### config.mk
export PLATFORM = sky130hd
export DESIGN_NAME = ex_pipe_top
export DESIGN_NICKNAME = d
export VERILOG_FILES = /design/src/ex_pkg.sv /design/src/pipe_reg.sv /design/src/fwd_unit.sv /design/src/alu.sv /design/src/branch_cmp.sv /design/src/ex_stage.sv /design/src/ex_pipe_top.sv
export SDC_FILE = /design/constraint.sdc
export NUM_CORES = 1
export LEC_CHECK = 0
export BUFFER_PORTS_ARGS = -buffer_cell sky130_fd_sc_hd__buf_4
export CAP_MARGIN = 40
export CELL_PAD_IN_SITES_DETAIL_PLACEMENT = 2
export CELL_PAD_IN_SITES_GLOBAL_PLACEMENT = 2
export CORE_MARGIN = 8
export CORE_UTILIZATION = 33
export CTS_BUF_LIST = sky130_fd_sc_hd__clkbuf_2 sky130_fd_sc_hd__clkbuf_4 sky130_fd_sc_hd__clkbuf_8
export DETAILED_ROUTE_END_ITERATION = 10
export PLACE_DENSITY_LB_ADDON = 0.15
export SLEW_MARGIN = 20
export SYNTH_ARGS = -nofsm -noshare
export SYNTH_HDL_FRONTEND = slang
export SYNTH_HIERARCHICAL = 1
export SYNTH_SLANG_ARGS = --single-unit
### constraint.sdc
create_clock -name clk_i -period 7.2 [get_ports clk_i]
set_input_delay 1.44 -clock clk_i [delete_from_list [all_inputs] [get_ports clk_i]]
set_output_delay 1.44 -clock clk_i [all_outputs]
set_load 0.02 [all_outputs]
### src/ex_pkg.sv
package ex_pkg;

    localparam int XLEN        = 32;
    localparam int REG_AW      = 5;
    localparam int SHAMT_W     = $clog2(XLEN);
    localparam int INSTR_BYTES = 4;

    typedef logic [XLEN-1:0]   data_t;
    typedef logic [REG_AW-1:0] reg_addr_t;

    typedef enum logic [3:0] {
        alu_add   = 4'd0,
        alu_sub   = 4'd1,
        alu_sll   = 4'd2,
        alu_slt   = 4'd3,
        alu_sltu  = 4'd4,
        alu_xor   = 4'd5,
        alu_srl   = 4'd6,
        alu_sra   = 4'd7,
        alu_or    = 4'd8,
        alu_and   = 4'd9,
        alu_pass2 = 4'd10  // Passes source 2 through, used by LUI.
    } alu_op_t;

    typedef enum logic [2:0] {
        cmp_beq  = 3'd0,
        cmp_bne  = 3'd1,
        cmp_blt  = 3'd2,
        cmp_bge  = 3'd3,
        cmp_bltu = 3'd4,
        cmp_bgeu = 3'd5
    } cmp_op_t;

    typedef enum logic [1:0] {
        id2ex_buf   = 2'd0,
        mem_forward = 2'd1,
        wb_forward  = 2'd2
    } fwd_sel_t;

    typedef enum logic {
        src1_rs1 = 1'b0,
        src1_pc  = 1'b1
    } src1_sel_t;

    typedef enum logic {
        src2_rs2 = 1'b0,
        src2_imm = 1'b1
    } src2_sel_t;

    typedef struct packed {
        logic      valid;
        data_t     pc;
        reg_addr_t rs1_addr;
        reg_addr_t rs2_addr;
        reg_addr_t rd_addr;
        data_t     rs1_data;
        data_t     rs2_data;
        data_t     imm;
        alu_op_t   alu_op;
        src1_sel_t src1_sel;
        src2_sel_t src2_sel;
        cmp_op_t   cmp_op;
        logic      is_branch;
        logic      is_jump;
        logic      wb_en;
    } id_ex_t;

    typedef struct packed {
        logic      valid;
        reg_addr_t rd_addr;
        data_t     result;
        logic      wb_en;
        logic      redirect;
        data_t     redirect_pc;
    } ex_mem_t;

endpackage

### src/pipe_reg.sv
`timescale 1ns/1ps

module pipe_reg #(
    parameter type payload_t = logic
) (
    input  logic     clk_i,
    input  logic     arst_n_i,
    input  logic     hold_i,
    input  logic     flush_i,
    input  payload_t d_i,
    output payload_t q_o
);

    payload_t q;

    always_ff @(posedge clk_i or negedge arst_n_i) begin
        if (!arst_n_i) begin
            q <= '0;
        end else if (hold_i) begin
            q <= q;
        end else if (flush_i) begin
            q <= '0;  // All-zero payload is a bubble since valid is cleared.
        end else begin
            q <= d_i;
        end
    end

    assign q_o = q;

endmodule

### src/fwd_unit.sv
`timescale 1ns/1ps

module fwd_unit (
    input  ex_pkg::reg_addr_t rs1_addr_i,
    input  ex_pkg::reg_addr_t rs2_addr_i,
    input  ex_pkg::reg_addr_t mem_rd_addr_i,
    input  logic              mem_wr_i,
    input  ex_pkg::reg_addr_t wb_rd_addr_i,
    input  logic              wb_en_i,
    output ex_pkg::fwd_sel_t  rs1_sel_o,
    output ex_pkg::fwd_sel_t  rs2_sel_o
);

    import ex_pkg::*;

    logic mem_live;
    logic wb_live;

    // Register 0 is hardwired, so a write to it never forwards.
    assign mem_live = mem_wr_i && (mem_rd_addr_i != '0);
    assign wb_live  = wb_en_i && (wb_rd_addr_i != '0);

    function automatic fwd_sel_t pick_src(input reg_addr_t src_addr);
        fwd_sel_t sel;
        if (mem_live && (mem_rd_addr_i == src_addr)) begin
            sel = mem_forward;  // The younger result wins.
        end else if (wb_live && (wb_rd_addr_i == src_addr)) begin
            sel = wb_forward;
        end else begin
            sel = id2ex_buf;
        end
        return sel;
    endfunction

    always_comb begin
        rs1_sel_o = pick_src(rs1_addr_i);
        rs2_sel_o = pick_src(rs2_addr_i);
    end

endmodule

### src/alu.sv
`timescale 1ns/1ps

module alu (
    input  ex_pkg::alu_op_t alu_op_i,
    input  ex_pkg::data_t   data1_i,
    input  ex_pkg::data_t   data2_i,
    output ex_pkg::data_t   alu_result_o
);

    import ex_pkg::*;

    logic [SHAMT_W-1:0] shamt;
    logic               lt_signed;
    logic               lt_unsigned;

    assign shamt       = data2_i[SHAMT_W-1:0];
    assign lt_signed   = $signed(data1_i) < $signed(data2_i);
    assign lt_unsigned = data1_i < data2_i;

    always_comb begin
        unique case (alu_op_i)
            alu_add:   alu_result_o = data1_i + data2_i;
            alu_sub:   alu_result_o = data1_i - data2_i;
            alu_sll:   alu_result_o = data1_i << shamt;
            alu_slt:   alu_result_o = data_t'(lt_signed);
            alu_sltu:  alu_result_o = data_t'(lt_unsigned);
            alu_xor:   alu_result_o = data1_i ^ data2_i;
            alu_srl:   alu_result_o = data1_i >> shamt;
            alu_sra:   alu_result_o = data_t'($signed(data1_i) >>> shamt);
            alu_or:    alu_result_o = data1_i | data2_i;
            alu_and:   alu_result_o = data1_i & data2_i;
            alu_pass2: alu_result_o = data2_i;
            default:   alu_result_o = '0;
        endcase
    end

endmodule

### src/branch_cmp.sv
`timescale 1ns/1ps

module branch_cmp (
    input  ex_pkg::cmp_op_t cmp_op_i,
    input  ex_pkg::data_t   data1_i,
    input  ex_pkg::data_t   data2_i,
    output logic            taken_o
);

    import ex_pkg::*;

    logic is_eq;
    logic is_lt;
    logic is_ltu;

    assign is_eq  = data1_i == data2_i;
    assign is_lt  = $signed(data1_i) < $signed(data2_i);
    assign is_ltu = data1_i < data2_i;

    always_comb begin
        unique case (cmp_op_i)
            cmp_beq:  taken_o = is_eq;
            cmp_bne:  taken_o = !is_eq;
            cmp_blt:  taken_o = is_lt;
            cmp_bge:  taken_o = !is_lt;
            cmp_bltu: taken_o = is_ltu;
            cmp_bgeu: taken_o = !is_ltu;
            default:  taken_o = 1'b0;  // Unused encodings never branch.
        endcase
    end

endmodule

### src/ex_stage.sv
`timescale 1ns/1ps

module ex_stage (
    input  ex_pkg::data_t     pc_i,
    input  ex_pkg::data_t     rs1_data_i,
    input  ex_pkg::data_t     rs2_data_i,
    input  ex_pkg::data_t     imm_i,
    input  ex_pkg::data_t     mem_fwd_data_i,
    input  ex_pkg::data_t     wb_fwd_data_i,
    input  ex_pkg::fwd_sel_t  rs1_sel_i,
    input  ex_pkg::fwd_sel_t  rs2_sel_i,
    input  ex_pkg::src1_sel_t src1_sel_i,
    input  ex_pkg::src2_sel_t src2_sel_i,
    input  ex_pkg::alu_op_t   alu_op_i,
    input  ex_pkg::cmp_op_t   cmp_op_i,
    input  logic              valid_i,
    input  logic              is_branch_i,
    input  logic              is_jump_i,
    output ex_pkg::data_t     result_o,
    output ex_pkg::data_t     redirect_pc_o,
    output logic              redirect_o
);

    import ex_pkg::*;

    data_t rs1_data;
    data_t rs2_data;
    data_t src1_data;
    data_t src2_data;
    data_t alu_result;
    logic  taken;

    always_comb begin
        unique case (rs1_sel_i)
            id2ex_buf:   rs1_data = rs1_data_i;
            mem_forward: rs1_data = mem_fwd_data_i;
            wb_forward:  rs1_data = wb_fwd_data_i;
            default:     rs1_data = '0;
        endcase
        unique case (rs2_sel_i)
            id2ex_buf:   rs2_data = rs2_data_i;
            mem_forward: rs2_data = mem_fwd_data_i;
            wb_forward:  rs2_data = wb_fwd_data_i;
            default:     rs2_data = '0;
        endcase
    end

    assign src1_data = (src1_sel_i == src1_pc)  ? pc_i  : rs1_data;
    assign src2_data = (src2_sel_i == src2_imm) ? imm_i : rs2_data;

    alu alu_i (
        .alu_op_i    (alu_op_i),
        .data1_i     (src1_data),
        .data2_i     (src2_data),
        .alu_result_o(alu_result)
    );

    branch_cmp branch_cmp_i (
        .cmp_op_i(cmp_op_i),
        .data1_i (rs1_data),  // The comparator always sees the register operands.
        .data2_i (rs2_data),
        .taken_o (taken)
    );

    assign result_o      = is_jump_i ? pc_i + data_t'(INSTR_BYTES) : alu_result;
    assign redirect_pc_o = pc_i + imm_i;
    assign redirect_o    = valid_i && (is_jump_i || (is_branch_i && taken));

endmodule

### src/ex_pipe_top.sv
`timescale 1ns/1ps

module ex_pipe_top (
    input  logic              clk_i,
    input  logic              arst_n_i,
    input  logic              stall_i,
    input  logic              valid_i,
    input  ex_pkg::data_t     pc_i,
    input  ex_pkg::reg_addr_t rs1_addr_i,
    input  ex_pkg::reg_addr_t rs2_addr_i,
    input  ex_pkg::reg_addr_t rd_addr_i,
    input  ex_pkg::data_t     rs1_data_i,
    input  ex_pkg::data_t     rs2_data_i,
    input  ex_pkg::data_t     imm_i,
    input  ex_pkg::alu_op_t   alu_op_i,
    input  ex_pkg::src1_sel_t src1_sel_i,
    input  ex_pkg::src2_sel_t src2_sel_i,
    input  ex_pkg::cmp_op_t   cmp_op_i,
    input  logic              is_branch_i,
    input  logic              is_jump_i,
    input  logic              wb_en_i,
    input  ex_pkg::reg_addr_t wb_rd_addr_i,
    input  logic              wb_fwd_en_i,
    input  ex_pkg::data_t     wb_data_i,
    output logic              valid_o,
    output ex_pkg::reg_addr_t rd_addr_o,
    output ex_pkg::data_t     result_o,
    output logic              wb_en_o,
    output logic              redirect_o,
    output ex_pkg::data_t     redirect_pc_o
);

    import ex_pkg::*;

    id_ex_t   id_ex_d;
    id_ex_t   id_ex_q;
    ex_mem_t  ex_mem_d;
    ex_mem_t  ex_mem_q;
    fwd_sel_t rs1_sel;
    fwd_sel_t rs2_sel;
    data_t    ex_result;
    data_t    ex_redirect_pc;
    logic     ex_redirect;
    logic     mem_wr;

    assign id_ex_d = '{valid: valid_i, pc: pc_i, rs1_addr: rs1_addr_i, rs2_addr: rs2_addr_i,
                       rd_addr: rd_addr_i, rs1_data: rs1_data_i, rs2_data: rs2_data_i,
                       imm: imm_i, alu_op: alu_op_i, src1_sel: src1_sel_i,
                       src2_sel: src2_sel_i, cmp_op: cmp_op_i, is_branch: is_branch_i,
                       is_jump: is_jump_i, wb_en: wb_en_i};

    // The instruction behind a redirect is on the wrong path and becomes a bubble.
    pipe_reg #(.payload_t(id_ex_t)) id_ex_reg_i (
        .clk_i   (clk_i),
        .arst_n_i(arst_n_i),
        .hold_i  (stall_i),
        .flush_i (ex_redirect && !stall_i),
        .d_i     (id_ex_d),
        .q_o     (id_ex_q)
    );

    assign mem_wr = ex_mem_q.valid && ex_mem_q.wb_en;

    fwd_unit fwd_unit_i (
        .rs1_addr_i   (id_ex_q.rs1_addr),
        .rs2_addr_i   (id_ex_q.rs2_addr),
        .mem_rd_addr_i(ex_mem_q.rd_addr),
        .mem_wr_i     (mem_wr),
        .wb_rd_addr_i (wb_rd_addr_i),
        .wb_en_i      (wb_fwd_en_i),
        .rs1_sel_o    (rs1_sel),
        .rs2_sel_o    (rs2_sel)
    );

    ex_stage ex_stage_i (
        .pc_i          (id_ex_q.pc),
        .rs1_data_i    (id_ex_q.rs1_data),
        .rs2_data_i    (id_ex_q.rs2_data),
        .imm_i         (id_ex_q.imm),
        .mem_fwd_data_i(ex_mem_q.result),
        .wb_fwd_data_i (wb_data_i),
        .rs1_sel_i     (rs1_sel),
        .rs2_sel_i     (rs2_sel),
        .src1_sel_i    (id_ex_q.src1_sel),
        .src2_sel_i    (id_ex_q.src2_sel),
        .alu_op_i      (id_ex_q.alu_op),
        .cmp_op_i      (id_ex_q.cmp_op),
        .valid_i       (id_ex_q.valid),
        .is_branch_i   (id_ex_q.is_branch),
        .is_jump_i     (id_ex_q.is_jump),
        .result_o      (ex_result),
        .redirect_pc_o (ex_redirect_pc),
        .redirect_o    (ex_redirect)
    );

    // Write enable only counts for a live instruction.
    assign ex_mem_d = '{valid: id_ex_q.valid, rd_addr: id_ex_q.rd_addr, result: ex_result,
                        wb_en: id_ex_q.valid && id_ex_q.wb_en, redirect: ex_redirect,
                        redirect_pc: ex_redirect_pc};

    pipe_reg #(.payload_t(ex_mem_t)) ex_mem_reg_i (
        .clk_i   (clk_i),
        .arst_n_i(arst_n_i),
        .hold_i  (stall_i),
        .flush_i (1'b0),
        .d_i     (ex_mem_d),
        .q_o     (ex_mem_q)
    );

    assign valid_o       = ex_mem_q.valid;
    assign rd_addr_o     = ex_mem_q.rd_addr;
    assign result_o      = ex_mem_q.result;
    assign wb_en_o       = ex_mem_q.wb_en;
    assign redirect_o    = ex_mem_q.redirect;
    assign redirect_pc_o = ex_mem_q.redirect_pc;

endmodule

==> results.md, run 1 <==
- Site row count: 99
- Fraction of power spent switching nets: 0.473
- Number of flops mapped to enable cells by yosys: 0
- Final routed wire length divided by cell count: 30.1 um
- GPL Wtd Cong: 1.02
- Launch instance of the worst register-to-register path: ex_mem_reg_i/q_o[70]
- Hold WC Path Type: flip-flop to flip-flop
- Largest driver fanout on the critical path: 9
- Largest net degree at the start of global routing: 241
- Relative contribution of the clock network to total power: 0.207
- Power density normalized to cell area: 263 nW/um^2
- Number of hold violations in the final report: 0
- Total clock buffers created by CTS: 47
- Clk pin slew, worst setup/hold paths: 0.06 ns
- Leakage power summed over all cells: 13.5 nW
- Vias post-DR: 26915
- Minimum period implied by the final worst setup slack: 6.87 ns
- I/O pin count: 269
- Register bit count reported by yosys: 228
- Final-stage net count: 3904
- Worst vdd rail ir drop: 138 uV
- Setup violations, final: 0
- Clock tree from TritonCTS: done
- Synth-to-Final Area Change: 24.5%
- Count of input and output buffers: 268
- Number of nets produced by synthesis: 3485
- Sequential element share of the synthesized area: 0.236
- Layout Skew: 0.0708 ns
- Combinational power share: 0.579
- Run status: finished, final reports clean
- Sequential share of power: 0.214
- Top flip-flop cell by instance count after synthesis: sky130_fd_sc_hd__dfrtp_1
- Hold Path Cell Cnt: 2
- Summed instance area of the synthesized netlist: 24200 um^2
- Initial antenna violation count: 12
- Max-cap check violation count: 0
- Startpoint of the most critical hold path: id_ex_reg_i/q_o[84]
- Path depth of the worst reg2reg path: 27
- CTS Buffer Depth: 3
- Total number of H-tree levels: 2
- Die W: 287 um
- Count of cell types in the netlist: 97
- Total global routing overflow: 0
- DRT iter0 DRCs: 2072
- Number of nets still failing antenna checks after routing: 0
- Required time reported for the critical path endpoint: 7.71 ns
- Total power consumption of the routed design: 7.93 mW
- Unrepaired setup endpoints after global routing: false
- Insertion delay to the later sink of the worst-skew pair: 0.67 ns
- Clk root buf: sky130_fd_sc_hd__clkbuf_8
- Proportion of layout cells with a drive suffix above 1: 0.243
- DRC errors left: 0
- Synthesized netlist cell count: 3121
- Count of clock tree sinks: 228
- Count of synthesis-stage warnings from yosys: 6
- Placeable Area: 72800 um^2
- Internal power: 4.18 mW
- Drt pass-1 iters: 5
- Average cell area after synthesis: 7.76 um^2
- Detail Placement HPWL: 109000 um
- Fmax: 146 MHz
- Crit Path Class: flip-flop to flip-flop
- Switching power: 3.75 mW
- Async set or reset register ratio after synthesis: 1.00
- Hold-fix buffer count after cts: 0
- Number of global-route vias before repair: 29262
- First-pass GRT wire length: 201000 um
- Data arrival at the endpoint of the critical path: 7.38 ns
- Final period utilization: 0.954
- Startpoint type of the worst setup path: flip-flop
- Area enclosed by the die boundary: 82300 um^2
- Slew HR: 0.208
- Routed via count divided by cell count: 5.93
- Worst Setup SP: ex_mem_reg_i/q_o[70]
- Total GRT Usage: 0.321
- Die Ht: 287 um
- Worst slew pin tran: 1.19 ns
- Final Max Tran Viols: 0
- Worst Setup End Kind: flip-flop
- Drt total wl: 136000 um
- Accumulated negative setup slack: 0 ns
- Initial core utilization: 0.333
[cells by family (layout without fill, tap and decap cells)]
| kind of cell | after synthesis | count (layout) | share of synthesized area |
|---|---|---|---|
| adder cells (fa/ha/maj) | 167 | 167 | 0.0872 |
| AO/OA/AOI/OAI | 922 | 922 | 0.235 |
| flip-flops | 228 | 228 | 0.236 |
| XOR/XNOR | 80 | 80 | 0.0289 |
| AND/OR/NAND/NOR | 1117 | 1117 | 0.219 |
| other | 1 | 4 | 0.000155 |
| buffers and inverters | 375 | 829 | 0.0681 |
| multiplexers | 231 | 231 | 0.126 |
[layer usage]
layer | vias to the layer above | global-route usage | wire length, um
met5 | - | 0 | 45
met4 | 6 | 0.130 | 6210
met1 | 13776 | 0.419 | 58600
met2 | 977 | 0.522 | 62700
met3 | 282 | 0.0586 | 8870
li1 | 11874 | - | -
[through the flow]
| stage | instance area, um^2 | hold WS [ns] | instances | util | setup WS (ns) |
|---|---|---|---|---|---|
| 2_1_floorplan | 24200 | 0.445 | 3121 | - | 0.161 |
| 3_3_place_gp | 28900 | 0.467 | 4442 | 0.397 | -0.384 |
| 3_5_place_dp | 29000 | 0.469 | 4448 | 0.398 | -0.212 |
| 4_1_cts | 30100 | 0.484 | 4532 | 0.414 | 0.307 |
| 5_1_grt | 30100 | 0.520 | 4534 | 0.414 | 0.00199 |
| 6_report | 30200 | 0.481 | 4537 | 0.414 | 0.330 |
[power by group through the flow]
stage	sequential, mW	combinational (mW)	clock (mW)
2_1_floorplan	1.69	2.36	0
3_5_place_dp	1.72	4.48	0
3_3_place_gp	1.71	4.36	0
6_report	1.70	4.59	1.64
4_1_cts	1.70	4.52	1.69
5_1_grt	1.71	4.87	1.74
[placed cells by master (no fill, tap or decap), types with 43 or more instances in the layout]
cell type / netlist / final
sky130_fd_sc_hd__a21oi_1: 192 / 192
sky130_fd_sc_hd__buf_4: 9 / 577
sky130_fd_sc_hd__clkbuf_8: 0 / 59
sky130_fd_sc_hd__dfrtp_1: 228 / 227
sky130_fd_sc_hd__ha_1: 164 / 164
sky130_fd_sc_hd__inv_1: 147 / 147
sky130_fd_sc_hd__mux2_2: 68 / 66
sky130_fd_sc_hd__mux2i_1: 111 / 111
sky130_fd_sc_hd__mux4_2: 52 / 52
sky130_fd_sc_hd__nand2_1: 412 / 411
sky130_fd_sc_hd__nand2b_1: 236 / 236
sky130_fd_sc_hd__nand3_1: 43 / 43
sky130_fd_sc_hd__nor2_1: 259 / 256
sky130_fd_sc_hd__o21ai_0: 187 / 187
sky130_fd_sc_hd__o21ai_1: 208 / 208
sky130_fd_sc_hd__xnor2_1: 58 / 58
[cell usage after synthesis, drive strengths merged, types with 13 or more instances]
cell    number  area share
mux2i      111       0.046
a21o        37       0.012
nor3        41      0.0089
nand3       44      0.0096
a221oi      34       0.012
clkbuf     131       0.021
o22ai       19      0.0052
o211ai      32      0.0099
ha         164       0.085
o21bai      15      0.0046
xor2        22      0.0080
xnor2       58       0.021
nand4       24      0.0062
nor2b       15      0.0042
o21ai      412       0.088
inv        148       0.023
dfrtp      228        0.24
mux4        52       0.048
and3        19      0.0050
buf         95       0.024
nand2b     238       0.062
nand2      412       0.064
a211o       13      0.0048
nor2       259       0.040
a211oi      22      0.0070
mux2        68       0.032
a31oi       15      0.0039
a21oi      194       0.040
[layout make-up]
| type | instances | area (um^2) |
|---|---|---|
| Fill cell | 8402 | 42700 |
| Multi-Input combinational cell | 2518 | 16900 |
| Sequential cell | 228 | 5710 |
| Timing Repair Buffer | 596 | 4640 |
| Tap cell | 959 | 1200 |
| Clock buffer | 69 | 887 |
| Inverter | 149 | 559 |
| Clock inverter | 15 | 219 |
| Antenna cell | 3 | 7.51 |
[final timing paths]
kind | endpoint | slack, ns
worst max-delay path | ex_mem_reg_i/q_o[63] | 0.33
worst min-delay path | id_ex_reg_i/q_o[84] | 0.48
worst max register to register | ex_mem_reg_i/q_o[63] | 0.33
worst min register to register | id_ex_reg_i/q_o[84] | 0.48
max in group asynchronous | id_ex_reg_i/q_o[14] | 5.10
min in group asynchronous | id_ex_reg_i/q_o[118] | 0.76
[critical path: stages, from the launching register on]
cell and delay, ns:
sky130_fd_sc_hd__dfrtp_1 0.40, sky130_fd_sc_hd__or4_1 0.52, sky130_fd_sc_hd__o21ai_2 0.19, sky130_fd_sc_hd__nor4_2 0.10
sky130_fd_sc_hd__nor4_2 0.41, sky130_fd_sc_hd__buf_2 0.28, sky130_fd_sc_hd__buf_4 0.24, sky130_fd_sc_hd__mux2i_1 0.43
sky130_fd_sc_hd__o21ai_0 0.17, sky130_fd_sc_hd__buf_4 0.19, sky130_fd_sc_hd__mux2_2 0.32, sky130_fd_sc_hd__inv_1 0.12
sky130_fd_sc_hd__ha_1 0.30, sky130_fd_sc_hd__a211o_1 0.28, sky130_fd_sc_hd__a211o_2 0.31, sky130_fd_sc_hd__o22ai_2 0.22
sky130_fd_sc_hd__a21oi_2 0.08, sky130_fd_sc_hd__buf_4 0.19, sky130_fd_sc_hd__a311oi_2 0.54, sky130_fd_sc_hd__buf_4 0.21
sky130_fd_sc_hd__o21ai_1 0.09, sky130_fd_sc_hd__a311o_1 0.31, sky130_fd_sc_hd__a211o_1 0.30, sky130_fd_sc_hd__a21o_1 0.17
sky130_fd_sc_hd__nor2_1 0.10, sky130_fd_sc_hd__a21oi_1 0.06, sky130_fd_sc_hd__nand2b_1 0.11, sky130_fd_sc_hd__o21ai_1 0.07
[registers in the layout, indices dropped and copies added (netlist names)]
signal            flops
id_ex_reg_i/q_o     156
ex_mem_reg_i/q_o     72
[timing repair]
item / in CTS / in global routing
buffers inserted: 0 / 0
gates resized for setup: 0 / 2
setup endpoints to repair: 0 / 1
hold endpoints to repair: 0 / 0
Note: power is estimated with default switching activity, not from simulation.
==> inputs of run 2 (changes only) <==
--- a/config.mk
+++ b/config.mk
@@ -10,12 +10,12 @@
 export CELL_PAD_IN_SITES_DETAIL_PLACEMENT = 2
 export CELL_PAD_IN_SITES_GLOBAL_PLACEMENT = 2
 export CORE_MARGIN = 8
-export CORE_UTILIZATION = 33
+export CORE_UTILIZATION = 34
 export CTS_BUF_LIST = sky130_fd_sc_hd__clkbuf_2 sky130_fd_sc_hd__clkbuf_4 sky130_fd_sc_hd__clkbuf_8
+export CTS_CLUSTER_SIZE = 24
 export DETAILED_ROUTE_END_ITERATION = 10
 export PLACE_DENSITY_LB_ADDON = 0.15
 export SLEW_MARGIN = 20
 export SYNTH_ARGS = -nofsm -noshare
 export SYNTH_HDL_FRONTEND = slang
-export SYNTH_HIERARCHICAL = 1
 export SYNTH_SLANG_ARGS = --single-unit
==> run 2 against run 1 <==
- fmax grew 3.5%
- power grew 54%
- die area shrank 2.8%
- global-route usage grew 3.5 points
- largest power group unchanged
- core utilization shrank 0.18 points
- worst hold slack gained 0.014 ns
==> results.md, run 2 <==
- Largest driver fanout on the critical path: 5
- Synth-to-Final Area Change: 20.8%
- Die Ht: 283 um
- Area enclosed by the die boundary: 80000 um^2
- Count of clock tree sinks: 228
- Slew HR: 0.337
- Count of input and output buffers: 268
- Share of the synthesized netlist area taken by xor and xnor gates: 0.0342
- Share of the synthesized area in the top cell type: 0.236
- Dominant combinational cell family by area after synthesis: compound AO/OA/AOI/OAI gates
- Adder and majority cell fraction of the synthesized area: 0.0856
- Site row count: 98
- Worst Setup End Kind: flip-flop
- Minimum setup slack after placement: 0.0215 ns
- Number of hold violations in the final report: 0
- Cell count after placement: 4171
- Worst vdd rail ir drop: 224 uV
- Total number of H-tree levels: 2
- Drt pass-1 iters: 5
- Clk pin slew, worst setup/hold paths: 0.07 ns
- Worst slew pin tran: 0.991 ns
- Power density normalized to cell area: 417 nW/um^2
- Vias post-DR: 27301
- Final-stage net count: 3634
- DRC errors left: 0
- Layout Skew: 0.0193 ns
- Number of flops mapped to enable cells by yosys: 0
- Number of nets still failing antenna checks after routing: 0
- Initial antenna violation count: 7
- Share of the synthesized area in compound gates (AO/OA/AOI/OAI): 0.262
- Required time reported for the critical path endpoint: 7.77 ns
- Count of synthesis-stage warnings from yosys: 0
- Commonest cells after routing, fill and taps aside: sky130_fd_sc_hd__buf_4, sky130_fd_sc_hd__mux2i_1, sky130_fd_sc_hd__a21oi_1, sky130_fd_sc_hd__nand2_1, sky130_fd_sc_hd__dfrtp_1
- Clk root buf: sky130_fd_sc_hd__clkbuf_8
- Top flip-flop cell by instance count after synthesis: sky130_fd_sc_hd__dfrtp_1
- Unrepaired setup endpoints after global routing: false
- Total clock buffers created by CTS: 47
- Number of buffers added for setup after CTS: 0
- Sequential standard cell area: 5710 um^2
- CTS Buffer Depth: 3
- Async set or reset register ratio after synthesis: 1.00
- Fill cells: 8013
- Summed instance area of the synthesized netlist: 24200 um^2
- Most used standard cell by instance count after synthesis: sky130_fd_sc_hd__mux2i_1
- Minimum period implied by the final worst setup slack: 6.64 ns
- Largest net degree at the start of global routing: 158
- Number of global-route vias before repair: 29371
- First-pass GRT wire length: 214000 um
- Simple-gate share of the synthesized area: 0.142
- Insertion delay to the later sink of the worst-skew pair: 0.66 ns
- Final period utilization: 0.922
- Crit Path Class: primary input to flip-flop
- I/O pin count: 269
- Proportion of layout cells with a drive suffix above 1: 0.204
- GPL Wtd Cong: 1.03
- Register bit count reported by yosys: 228
- Total GRT Usage: 0.356
- Layout Cell Area excl Fill: 29300 um^2
- Hold-fix buffer count after cts: 0
- Post-Layout Cell Count: 4258
- Cts repair resizes: 0
- DRT iter0 DRCs: 2588
- Multiplexer share of the synthesized area: 0.176
- Fmax: 151 MHz
- Final Max Tran Viols: 0
- Detail Placement HPWL: 119000 um
- Initial core utilization: 0.341
- Final routed wire length divided by cell count: 35.2 um
- Clock tree from TritonCTS: done
- Startpoint type of the worst setup path: primary input
- Setup violations, final: 0
- Area of combinational cells with multiple inputs: 17000 um^2
- Run status: finished, final reports clean
- Hold WC Path Type: flip-flop to flip-flop
- Count of cell types in the netlist: 102
- Worst Hold Slack: 0.495 ns
- Total power consumption of the routed design: 12.2 mW
- Share of the core filled with cells in the final layout: 0.412
- Synth area leader: sky130_fd_sc_hd__dfrtp_1
- Data arrival at the endpoint of the critical path: 7.21 ns
- Synthesized netlist cell count: 2960
- Leading cell types by total area after synthesis: sky130_fd_sc_hd__dfrtp_1, sky130_fd_sc_hd__mux2i_1, sky130_fd_sc_hd__ha_1, sky130_fd_sc_hd__a21oi_1, sky130_fd_sc_hd__o21ai_0
- Routed via count divided by cell count: 6.41
- Sequential element share of the synthesized area: 0.236
- Final worst setup slack: 0.561 ns
- Total global routing overflow: 0
- Placeable Area: 71000 um^2
- Post-DP Area: 28200 um^2
- Drt total wl: 150000 um
- Post-synth top cells: sky130_fd_sc_hd__mux2i_1, sky130_fd_sc_hd__a21oi_1, sky130_fd_sc_hd__nand2_1, sky130_fd_sc_hd__dfrtp_1, sky130_fd_sc_hd__o21ai_0
- Most common cell after layout, fill and taps aside: sky130_fd_sc_hd__buf_4
- Accumulated negative setup slack: 0 ns
- Average cell area after synthesis: 8.18 um^2
- Number of nets produced by synthesis: 3321
- Leakage power summed over all cells: 13.5 nW
- Die W: 283 um
- Max-cap check violation count: 0
- Number of flip-flops under the largest register name: 156
-- run 2: cell types whose count changed after synthesis, sizes merged, moves of 45 or more --
cell | before | now
a21oi | 194 | 347
a31oi | 15 | 60
mux2 | 68 | 20
mux2i | 111 | 376
nand2 | 412 | 237
nand2b | 238 | 24
nor2 | 259 | 144
o21ai | 412 | 199
-- run 2: final cells by class --
| class | count | share of cell area |
|---|---|---|
| sequential | 228 | 0.195 |
| tap | 950 | 0.0406 |
| inverter | 136 | 0.0177 |
| timing repair buffer | 486 | 0.129 |
| clock inverter | 10 | 0.00594 |
| clock buffer | 72 | 0.0302 |
| antenna | 2 | 0.000171 |
| multi-input combinational | 2374 | 0.581 |
-- run 2: worst paths after layout --
check	from	to	slack, ns	depth (start not counted)
setup / recovery	wb_rd_addr_i[3]	ex_mem_reg_i.q_o[60]	0.56	23
setup reg to reg	ex_mem_reg_i.q_o[66]	ex_mem_reg_i.q_o[65]	0.75	19
hold reg to reg	ex_mem_reg_i.q_o[29]	ex_mem_reg_i.q_o[29]	0.49	2
max in group asynchronous	arst_n_i	ex_mem_reg_i.q_o[47]	5.17	2
min in group asynchronous	arst_n_i	ex_mem_reg_i.q_o[26]	0.75	1
hold / removal	ex_mem_reg_i.q_o[29]	ex_mem_reg_i.q_o[29]	0.49	2
-- run 2: worst max-delay path: stages --
cell                       delay, ns
sky130_fd_sc_hd__buf_4          0.13
sky130_fd_sc_hd__xor2_1         0.20
sky130_fd_sc_hd__or2_2          0.36
sky130_fd_sc_hd__or4_1          0.53
sky130_fd_sc_hd__a31o_2         0.30
sky130_fd_sc_hd__o21a_1         0.19
sky130_fd_sc_hd__inv_1          0.10
sky130_fd_sc_hd__ha_1           0.37
sky130_fd_sc_hd__inv_1          0.13
sky130_fd_sc_hd__fa_1           0.48
sky130_fd_sc_hd__or2_2          0.31
sky130_fd_sc_hd__a221oi_1       0.27
sky130_fd_sc_hd__buf_4          0.17
sky130_fd_sc_hd__o21ai_0        0.17
sky130_fd_sc_hd__a31o_2         0.29
sky130_fd_sc_hd__o31ai_2        0.32
sky130_fd_sc_hd__a211oi_1       0.19
sky130_fd_sc_hd__o31ai_2        0.20
sky130_fd_sc_hd__buf_4          0.18
sky130_fd_sc_hd__nand3_1        0.15
sky130_fd_sc_hd__o32a_1         0.33
sky130_fd_sc_hd__and4_1         0.20
sky130_fd_sc_hd__a31oi_1        0.18
-- run 2: logic make-up after synthesis --
group / Yosys count
flip-flops: 228
AND/OR/NAND/NOR: 722
adder cells (fa/ha/maj): 164
XOR/XNOR: 92
multiplexers: 405
AO/OA/AOI/OAI: 991
buffers and inverters: 358
-- run 2: report_power, final --
group / internal (mW) / switching [mW]
Sequential: 1.63 / 0.696
Clock: 0.930 / 0.679
Combinational: 2.90 / 5.37
Total: 5.46 / 6.75
-- run 2: layer usage --
metal  routed length [um]  vias to the layer above  track usage
met5                    9                        -            0
met4                 8410                        2        0.178
met3                 9860                      284       0.0546
met2                67400                     1225        0.564
met1                64000                    14160        0.470
li1                     -                    11630            -
